`config.mk`:
```
export PLATFORM = sky130hd
export DESIGN_NAME = controlUnit_flat
export DESIGN_NICKNAME = d
export VERILOG_FILES = /design/src/hdl/cpuIsaPkg.sv /design/src/hdl/datapathCtrlPkg.sv /design/src/hdl/controlBus.sv /design/src/hdl/controlUnit.sv /design/src/flat_wrapper.sv
export SDC_FILE = /design/constraint.sdc
export NUM_CORES = 1
export LEC_CHECK = 0
export ABC_CLOCK_PERIOD_IN_PS = 5600
export BUFFER_PORTS_ARGS = -buffer_cell sky130_fd_sc_hd__buf_2
export CAP_MARGIN = 20
export CORE_UTILIZATION = 55
export CTS_CLUSTER_SIZE = 20
export DETAILED_ROUTE_END_ITERATION = 10
export PLACE_DENSITY_LB_ADDON = 0.2
export SLEW_MARGIN = 20
export SYNTH_ARGS = -nofsm -noshare
export SYNTH_HDL_FRONTEND = slang
export SYNTH_SLANG_ARGS = --single-unit
```
`constraint.sdc`:
```
create_clock -name Clock -period 5.6 [get_ports Clock]
set_clock_uncertainty 0.1 [all_clocks]
set_input_delay 1.12 -clock Clock [delete_from_list [all_inputs] [get_ports Clock]]
set_output_delay 1.12 -clock Clock [all_outputs]
set_load 0.05 [all_outputs]
```
`src/hdl/cpuIsaPkg.sv`:
```
package cpuIsaPkg;

	localparam int constWidth = 19; // immediate field width, sign extended to 32

	// fixed ISA opcode encoding
	typedef enum logic [4:0] {
		opLd   = 5'd0,
		opLdi  = 5'd1,
		opSt   = 5'd2,
		opAdd  = 5'd3,
		opSub  = 5'd4,
		opAnd  = 5'd5,
		opOr   = 5'd6,
		opShr  = 5'd7,
		opShl  = 5'd8,
		opRor  = 5'd9,
		opRol  = 5'd10,
		opAddi = 5'd11,
		opAndi = 5'd12,
		opOri  = 5'd13,
		opMul  = 5'd14,
		opDiv  = 5'd15,
		opNeg  = 5'd16,
		opNot  = 5'd17,
		opBr   = 5'd18,
		opJr   = 5'd19,
		opJal  = 5'd20,
		opIn   = 5'd21,
		opOut  = 5'd22,
		opMfhi = 5'd23,
		opMflo = 5'd24,
		opNop  = 5'd25,
		opHalt = 5'd26
	} opcodeT;

	typedef logic [3:0] regIndexT;

	// br condition, carried in the low two bits of rb
	typedef enum logic [1:0] {
		condZero,
		condNonzero,
		condPositive,
		condNegative
	} branchCondT;

	typedef struct packed {
		opcodeT opcode;
		regIndexT ra;
		regIndexT rb;
		regIndexT rc;
		logic [14:0] spare;
	} rViewT;

	typedef struct packed {
		opcodeT opcode;
		regIndexT ra;
		regIndexT rb; // top of the 23-bit field
		logic [constWidth-1:0] constant;
	} iViewT;

	typedef union packed {
		rViewT rView; // three-register form
		iViewT iView; // register plus constant form
	} instrWordT;

endpackage

```
`src/hdl/datapathCtrlPkg.sv`:
```
package datapathCtrlPkg;

	localparam int memWords = 512;
	localparam int memAddrWidth = 9;

	// who drives the internal bus
	typedef enum logic [3:0] {
		srcNone    = 4'd0,
		srcRegFile = 4'd1,
		srcPc      = 4'd2,
		srcMdr     = 4'd3,
		srcZLow    = 4'd4,
		srcZHigh   = 4'd5,
		srcHi      = 4'd6,
		srcLo      = 4'd7,
		srcInPort  = 4'd8,
		srcConstC  = 4'd9
	} busSourceT;

	typedef enum logic [3:0] {
		aluAdd, aluSub, aluAnd, aluOr,
		aluShr, aluShl, aluRor, aluRol,
		aluNeg, aluNot, aluMul, aluDiv,
		aluIncPc
	} aluOpT;

	typedef logic [11:0] regEnableT;

	// bit positions in regEnableT
	localparam int enPc      = 0;
	localparam int enIr      = 1;
	localparam int enMar     = 2;
	localparam int enMdr     = 3;
	localparam int enY       = 4;
	localparam int enZ       = 5;
	localparam int enHi      = 6;
	localparam int enLo      = 7;
	localparam int enOutPort = 8;
	localparam int enConFf   = 9;
	localparam int enSpare0  = 10; // reserved
	localparam int enSpare1  = 11; // reserved

endpackage

```
`src/hdl/controlBus.sv`:
```
interface controlBus import datapathCtrlPkg::*; ();

	busSourceT busSource;
	regEnableT regEnable;
	aluOpT aluOp;
	logic gra;
	logic grb;
	logic grc;
	logic rIn;
	logic rOut;
	logic baOut;
	logic memRead;
	logic memWrite;
	logic conFf; // branch decision back to control

	modport control (
		output busSource, regEnable, aluOp, gra, grb, grc, rIn, rOut, baOut,
		output memRead, memWrite,
		input conFf
	);

	modport datapath (
		input busSource, regEnable, aluOp, gra, grb, grc, rIn, rOut, baOut,
		input memRead, memWrite,
		output conFf
	);

endinterface

```
`src/hdl/controlUnit.sv`:
```
module controlUnit import cpuIsaPkg::*, datapathCtrlPkg::*; (
	input logic Clock,
	input logic Reset,
	input logic Stop,
	input instrWordT ir,
	controlBus.control ctrl,
	output logic run
);

	typedef enum logic [5:0] {
		resetState, fetch0, fetch1, fetch2, exec3,
		alu3, alu4, alu5,
		imm3, imm4, imm5,
		md3, md4, md5, md6,
		mem3, mem4, mem5, ld6, ld7, st6, st7,
		br3, br4, br5, br6,
		jr3, jal3, jal4, mfhi3, mflo3, in3, out3, nop3,
		haltState
	} stateT;

	stateT state;
	stateT nextState;
	stateT step; // state with the first execute step resolved
	opcodeT opcode;

	function automatic aluOpT aluOpFor(opcodeT op);
		case (op)
			opSub: return aluSub;
			opAnd, opAndi: return aluAnd;
			opOr, opOri: return aluOr;
			opShr: return aluShr;
			opShl: return aluShl;
			opRor: return aluRor;
			opRol: return aluRol;
			opNeg: return aluNeg;
			opNot: return aluNot;
			opMul: return aluMul;
			opDiv: return aluDiv;
			default: return aluAdd; // add, addi, ldi
		endcase
	endfunction

	// first execute state of each instruction class
	function automatic stateT firstStepFor(opcodeT op);
		case (op)
			opAdd, opSub, opAnd, opOr, opShr, opShl,
			opRor, opRol, opNeg, opNot: return alu3;
			opAddi, opAndi, opOri, opLdi: return imm3;
			opMul, opDiv: return md3;
			opLd, opSt: return mem3;
			opBr: return br3;
			opJr: return jr3;
			opJal: return jal3;
			opMfhi: return mfhi3;
			opMflo: return mflo3;
			opIn: return in3;
			opOut: return out3;
			opNop: return nop3;
			default: return haltState; // halt and unused codes
		endcase
	endfunction

	assign opcode = ir.rView.opcode;

	// IR loads as fetch2 ends, so the class is picked from the new IR in exec3
	assign step = (state == exec3) ? firstStepFor(opcode) : state;
	assign run = (step != haltState);

	always_ff @(posedge Clock or posedge Reset) begin
		if (Reset)
			state <= resetState;
		else if (Stop)
			state <= haltState;
		else
			state <= nextState;
	end

	always_comb begin
		nextState = fetch0; // last state of every chain returns to fetch
		case (step)
			fetch0: nextState = fetch1;
			fetch1: nextState = fetch2;
			fetch2: nextState = exec3;
			alu3: nextState = alu4;
			alu4: nextState = alu5;
			imm3: nextState = imm4;
			imm4: nextState = imm5;
			md3: nextState = md4;
			md4: nextState = md5;
			md5: nextState = md6;
			mem3: nextState = mem4;
			mem4: nextState = mem5;
			mem5: nextState = (opcode == opLd) ? ld6 : st6;
			ld6: nextState = ld7;
			st6: nextState = st7;
			br3: nextState = br4;
			br4: nextState = br5;
			br5: nextState = br6;
			jal3: nextState = jal4;
			haltState: nextState = haltState;
			default: nextState = fetch0;
		endcase
	end

	// control word, decoded from the state
	always_comb begin
		ctrl.busSource = srcNone;
		ctrl.regEnable = '0;
		ctrl.aluOp = aluAdd;
		ctrl.gra = 1'b0;
		ctrl.grb = 1'b0;
		ctrl.grc = 1'b0;
		ctrl.rIn = 1'b0;
		ctrl.rOut = 1'b0;
		ctrl.baOut = 1'b0;
		ctrl.memRead = 1'b0;
		ctrl.memWrite = 1'b0;
		case (step)
			fetch0: begin
				ctrl.busSource = srcPc;
				ctrl.regEnable[enMar] = 1'b1;
				ctrl.aluOp = aluIncPc; // Z gets PC+1
				ctrl.regEnable[enZ] = 1'b1;
			end
			fetch1: begin
				ctrl.busSource = srcZLow;
				ctrl.regEnable[enPc] = 1'b1;
				ctrl.memRead = 1'b1;
				ctrl.regEnable[enMdr] = 1'b1;
			end
			fetch2: begin
				ctrl.busSource = srcMdr;
				ctrl.regEnable[enIr] = 1'b1;
			end
			alu3, md4: begin
				ctrl.busSource = srcRegFile;
				ctrl.grb = 1'b1;
				ctrl.rOut = 1'b1;
				ctrl.aluOp = aluOpFor(opcode);
				ctrl.regEnable[(step == alu3) ? enY : enZ] = 1'b1;
			end
			alu4: begin
				// neg and not take their operand from rb
				ctrl.busSource = srcRegFile;
				ctrl.grb = (opcode == opNeg) || (opcode == opNot);
				ctrl.grc = !ctrl.grb;
				ctrl.rOut = 1'b1;
				ctrl.aluOp = aluOpFor(opcode);
				ctrl.regEnable[enZ] = 1'b1;
			end
			imm3, mem3: begin
				ctrl.busSource = srcRegFile;
				ctrl.grb = 1'b1;
				ctrl.baOut = (step == mem3) || (opcode == opLdi); // base address, r0 reads 0
				ctrl.rOut = !ctrl.baOut;
				ctrl.regEnable[enY] = 1'b1;
			end
			imm4, mem4, br5: begin
				ctrl.busSource = srcConstC;
				ctrl.aluOp = (step == imm4) ? aluOpFor(opcode) : aluAdd;
				ctrl.regEnable[enZ] = 1'b1;
			end
			alu5, imm5, mfhi3, mflo3, in3, ld7: begin
				ctrl.gra = 1'b1;
				ctrl.rIn = 1'b1;
				case (step)
					mfhi3: ctrl.busSource = srcHi;
					mflo3: ctrl.busSource = srcLo;
					in3: ctrl.busSource = srcInPort;
					ld7: ctrl.busSource = srcMdr;
					default: ctrl.busSource = srcZLow;
				endcase
			end
			md3: begin
				ctrl.busSource = srcRegFile;
				ctrl.gra = 1'b1;
				ctrl.rOut = 1'b1;
				ctrl.regEnable[enY] = 1'b1;
			end
			md5: begin
				ctrl.busSource = srcZLow;
				ctrl.regEnable[enLo] = 1'b1;
			end
			md6: begin
				ctrl.busSource = srcZHigh;
				ctrl.regEnable[enHi] = 1'b1;
			end
			mem5: begin
				ctrl.busSource = srcZLow;
				ctrl.regEnable[enMar] = 1'b1;
			end
			ld6: begin
				ctrl.memRead = 1'b1;
				ctrl.regEnable[enMdr] = 1'b1;
			end
			st6, br3, jr3, jal4, out3: begin
				ctrl.busSource = srcRegFile;
				ctrl.gra = 1'b1;
				ctrl.rOut = 1'b1;
				case (step)
					st6: ctrl.regEnable[enMdr] = 1'b1;
					br3: ctrl.regEnable[enConFf] = 1'b1;
					out3: ctrl.regEnable[enOutPort] = 1'b1;
					default: ctrl.regEnable[enPc] = 1'b1; // jr, jal jump to ra
				endcase
			end
			st7: ctrl.memWrite = 1'b1;
			br4: begin
				ctrl.busSource = srcPc;
				ctrl.regEnable[enY] = 1'b1;
			end
			br6: begin
				ctrl.busSource = srcZLow;
				ctrl.regEnable[enPc] = ctrl.conFf; // taken only if condition held
			end
			jal3: begin
				// link goes to rb before the jump, so ra and rb must differ
				ctrl.busSource = srcPc;
				ctrl.grb = 1'b1;
				ctrl.rIn = 1'b1;
			end
			default: ;
		endcase
	end

	assert property (@(posedge Clock) disable iff (Reset) !(ctrl.memRead && ctrl.memWrite));

	// once stopped, the machine stays stopped and quiet
	assert property (@(posedge Clock) disable iff (Reset)
		!run |=> (!run && ctrl.regEnable == '0 && !ctrl.rIn && !ctrl.memWrite));

endmodule

```
`src/flat_wrapper.sv`:
```
// flat-port wrapper written by rule: the top's interface ports become plain ports
module controlUnit_flat import cpuIsaPkg::*, datapathCtrlPkg::*;
  (Clock, Reset, Stop, ir, run, ctrl_busSource, ctrl_regEnable, ctrl_aluOp, ctrl_gra, ctrl_grb, ctrl_grc, ctrl_rIn, ctrl_rOut, ctrl_baOut, ctrl_memRead, ctrl_memWrite, ctrl_conFf);
  controlBus ctrl_i ();
  input logic Clock;
  input logic Reset;
  input logic Stop;
  input instrWordT ir;
  output logic run;
  output wire logic [$bits(ctrl_i.busSource)-1:0] ctrl_busSource;
  output wire logic [$bits(ctrl_i.regEnable)-1:0] ctrl_regEnable;
  output wire logic [$bits(ctrl_i.aluOp)-1:0] ctrl_aluOp;
  output wire logic [$bits(ctrl_i.gra)-1:0] ctrl_gra;
  output wire logic [$bits(ctrl_i.grb)-1:0] ctrl_grb;
  output wire logic [$bits(ctrl_i.grc)-1:0] ctrl_grc;
  output wire logic [$bits(ctrl_i.rIn)-1:0] ctrl_rIn;
  output wire logic [$bits(ctrl_i.rOut)-1:0] ctrl_rOut;
  output wire logic [$bits(ctrl_i.baOut)-1:0] ctrl_baOut;
  output wire logic [$bits(ctrl_i.memRead)-1:0] ctrl_memRead;
  output wire logic [$bits(ctrl_i.memWrite)-1:0] ctrl_memWrite;
  input wire logic [$bits(ctrl_i.conFf)-1:0] ctrl_conFf;
  assign ctrl_busSource = ctrl_i.busSource;
  assign ctrl_regEnable = ctrl_i.regEnable;
  assign ctrl_aluOp = ctrl_i.aluOp;
  assign ctrl_gra = ctrl_i.gra;
  assign ctrl_grb = ctrl_i.grb;
  assign ctrl_grc = ctrl_i.grc;
  assign ctrl_rIn = ctrl_i.rIn;
  assign ctrl_rOut = ctrl_i.rOut;
  assign ctrl_baOut = ctrl_i.baOut;
  assign ctrl_memRead = ctrl_i.memRead;
  assign ctrl_memWrite = ctrl_i.memWrite;
  assign ctrl_i.conFf = ctrl_conFf;
  controlUnit u_core (.Clock(Clock), .Reset(Reset), .Stop(Stop), .ir(ir), .ctrl(ctrl_i), .run(run));
endmodule
```
==> run_results.csv <==
group,metric,value,unit
timing,fin_crit_sh,0.9200,
global_route,antenna_found_initial,0,
critical_path,cp_top_family,"compound AO/OA/AOI/OAI gates",
floorplan,num_rows,21,
synthesis,synthTopCellsByArea,"dfrtp_1 (7.7%), nand2_1 (6.2%), ha_1 (5.8%)",
floorplan,initial_core_util,0.5792,
synthesis,syn_inst,284,
timing,period_needed,5152,ps
synthesis,synth_top_flop_cell,"dfrtp_1",
timing,rsz0062_at_grt,"no",
placement,dp_cells,348,
critical_path,r2r_setup_slack,2780,ps
critical_path,crit_cells,10,
timing,finalSetupTns,0,ps
drt,drt_first_iter_violations,378,
global_route,grt_start_max_net_pins,27,
cells_and_area,regMostFlops,"u_core.state",
pwr,ir_drop,0.0001625,V
placement,place_ws,491.5,ps
clocking,postCtsSetupBuffers,0,
cells_and_area,largest_reg_flops,6,
clocking,cts_tree,"done",
timing,fin_hold_ws,678.2,ps
critical_path,start_kind,"primary input",
critical_path,crit_chain,"buf_2, inv_1, ha_1, a211o_1, a31oi_4, nand2_1, a211oi_1, a21oi_1, o31ai_1, buf_2",
floorplan,die_x,61.52,µm
clocking,cts.reportedPaths.clkPinSlew,40,ps
drt,drt-total-wl,6199,µm
critical_path,critPathMaxFanout,21,
cells_and_area,drive_above_1_share,0.2230,
drt,drc,0,
timing,slew_headroom,0.4751,
cells_and_area,antenna-diode-count,0,
global_route,grt_pass1_vias,1880,
synthesis,synth_top_area_cell,"dfrtp_1",
critical_path,crit_required,4380,ps
floorplan,core-area,3363,µm²
synthesis,synth-async-reset-ratio,1.000,
critical_path,cp-end-kind,"output pin",
clocking,clk_latency,240,ps
min_path,min_path_type,"in2async",
drt,drt_first_pass_iters,5,
critical_path,path_buf_inv,3,
critical_path,critPathSlowestCell,"a31oi_4",
pwr,cellPowerDensity,285.4,nW/µm²
clocking,cts_resized,0,
floorplan,ioPinCount,65,
clocking,root_buffer,"clkbuf_4",
global_route,grt_use_total,0.3219,
synthesis,synth_enable_flop_cells,0,
synthesis,avgSynthCellArea,6.860,µm²
cells_and_area,final_cell_mix,"buf_2 (35), nand2_1 (32), nor2_1 (27), a21oi_1 (19), o21ai_0 (18)",
synthesis,synth_cell_types,69,
drt,ant_nets,0,
cells_and_area,area_delta_synth_final,7.129,%
floorplan,fp.dieH,61.52,µm
synthesis,yosys_warnings,0,
floorplan,die_area,3784,µm²
pwr,p_leak,0.8259,nW
critical_path,cp.arrival,3930,ps
synthesis,yosysSeqAreaShare,0.07707,
cells_and_area,final_common_cell,"buf_2",
clocking,cts_made_buffers,3,
placement,io_buffer_count,35,
drt,vias,2425,
critical_path,crit_type,"in2out",
global_route,grt_pass1_wl,9059,µm
synthesis,yosys.area.top_type_share,0.07707,
synthesis,ys_seq_elements,6,
clocking,cts.sinks,6,
drt,detail_route.wl_per_cell,17.66,µm
critical_path,r2r_cells,7,
timing,fmax,194.1,MHz
synthesis,synth_area,1948,µm²
run_status,status,"completed",
critical_path,cp_common_cell,"buf_2",
critical_path,cp_slowest_stage_delay,590,ps
timing,worst_slack,448.3,ps
cells_and_area,utilization,0.6205,
clocking,hold_buffers,0,
timing,slew_violations,0,
global_route,overflow,0,
placement,dp_hpwl,4454,µm
cells_and_area,stdcell_count,351,
run,cap_violations,0,
placement,globalplace.congestion,0.9472,
timing,finalHoldViolCount,0,
cells_and_area,nNetsFinal,352,
drt,via_per_inst,6.909,
timing,worst_pin_slew,786.5,ps
timing,setup_violations,0,
clocking,clk_path_buf_depth,2,
cells_and_area,largest_registers,"u_core.state: 6 flops",
clocking,htree_num_levels,1,
## final timing paths
path / startpoint / endpoint
min in group Clock: u_core.state[5] / u_core.state[0]
hold / removal: Reset / u_core.state[1]
max in group asynchronous: Reset / u_core.state[0]
hold reg to reg: u_core.state[5] / u_core.state[0]
setup reg to reg: u_core.state[0] / u_core.state[3]
setup / recovery: ir[29] / ctrl_regEnable[5]
## power breakdown
part           switching [mW]  internal, mW  total [mW]
Sequential             0.0129        0.0517      0.0646
Clock                  0.0139        0.0241      0.0380
Combinational           0.367         0.126       0.493
## cell usage after synthesis, types with 2 or more instances
library cell,count
a41o_1,2
ha_1,9
a211oi_1,3
o31ai_1,2
mux2i_1,2
a31o_1,2
nand2_1,32
o21a_1,2
nand3b_1,2
a22o_1,2
dfrtp_1,6
buf_4,8
and2_1,2
a21oi_1,19
a31oi_4,2
buf_6,2
nor2_2,4
a32oi_1,2
nand3_1,13
o21ai_1,10
o21ai_0,18
buf_2,8
nor4_1,5
clkbuf_1,4
o22ai_1,4
inv_1,7
a31o_2,2
a211o_1,3
a31oi_1,5
nand4_1,7
nor2b_1,4
nor3_1,14
nand2b_1,3
o21bai_1,2
o211ai_1,7
maj3_1,2
nor2_1,27
a41oi_2,2
a221oi_1,3
a211oi_2,2
## layer usage
| metal | global-route usage | wire [µm] | vias to the layer above | share of wire |
|---|---|---|---|---|
| met5 | 0 | 0 | - | 0 |
| met4 | 0.09841 | 169 | 0 | 0.027 |
| met3 | 0.02941 | 756 | 36 | 0.12 |
| met2 | 0.4962 | 2704 | 198 | 0.44 |
| met1 | 0.4716 | 2569 | 1059 | 0.41 |
| li1 | - | - | 1132 | - |
## per-stage QoR
stage | power (mW) | instance area [µm²]
after floorplan | 0.4554 | 1952
after global placement | 0.5397 | 2064
after detailed placement | 0.5414 | 2064
after CTS | 0.5831 | 2087
after global routing | 0.6310 | 2087
final | 0.5957 | 2087
## kinds of logic (layout without fill, tap and decap cells)
family,after synthesis,count (layout),synth area share
adders and majority gates,11,11,0.06808
buffers and inverters,31,51,0.09634
other,1,2,0.001925
DFF,6,6,0.07707
muxes,2,2,0.01028
and+or+nand+nor,124,124,0.3211
xor gates and xnor gates,1,1,0.004497
AOI/OAI and AO/OA,108,108,0.4207
## layout make-up
cell class	count	area (µm²)
well taps	46	57.56
inverters	8	30.03
repair buffers	40	212.7
fillers	360	1276
clock buffers	3	22.52
multi-input cells	248	1614
flip-flops and latches	6	150.1
(Power assumes the default switching activity.)
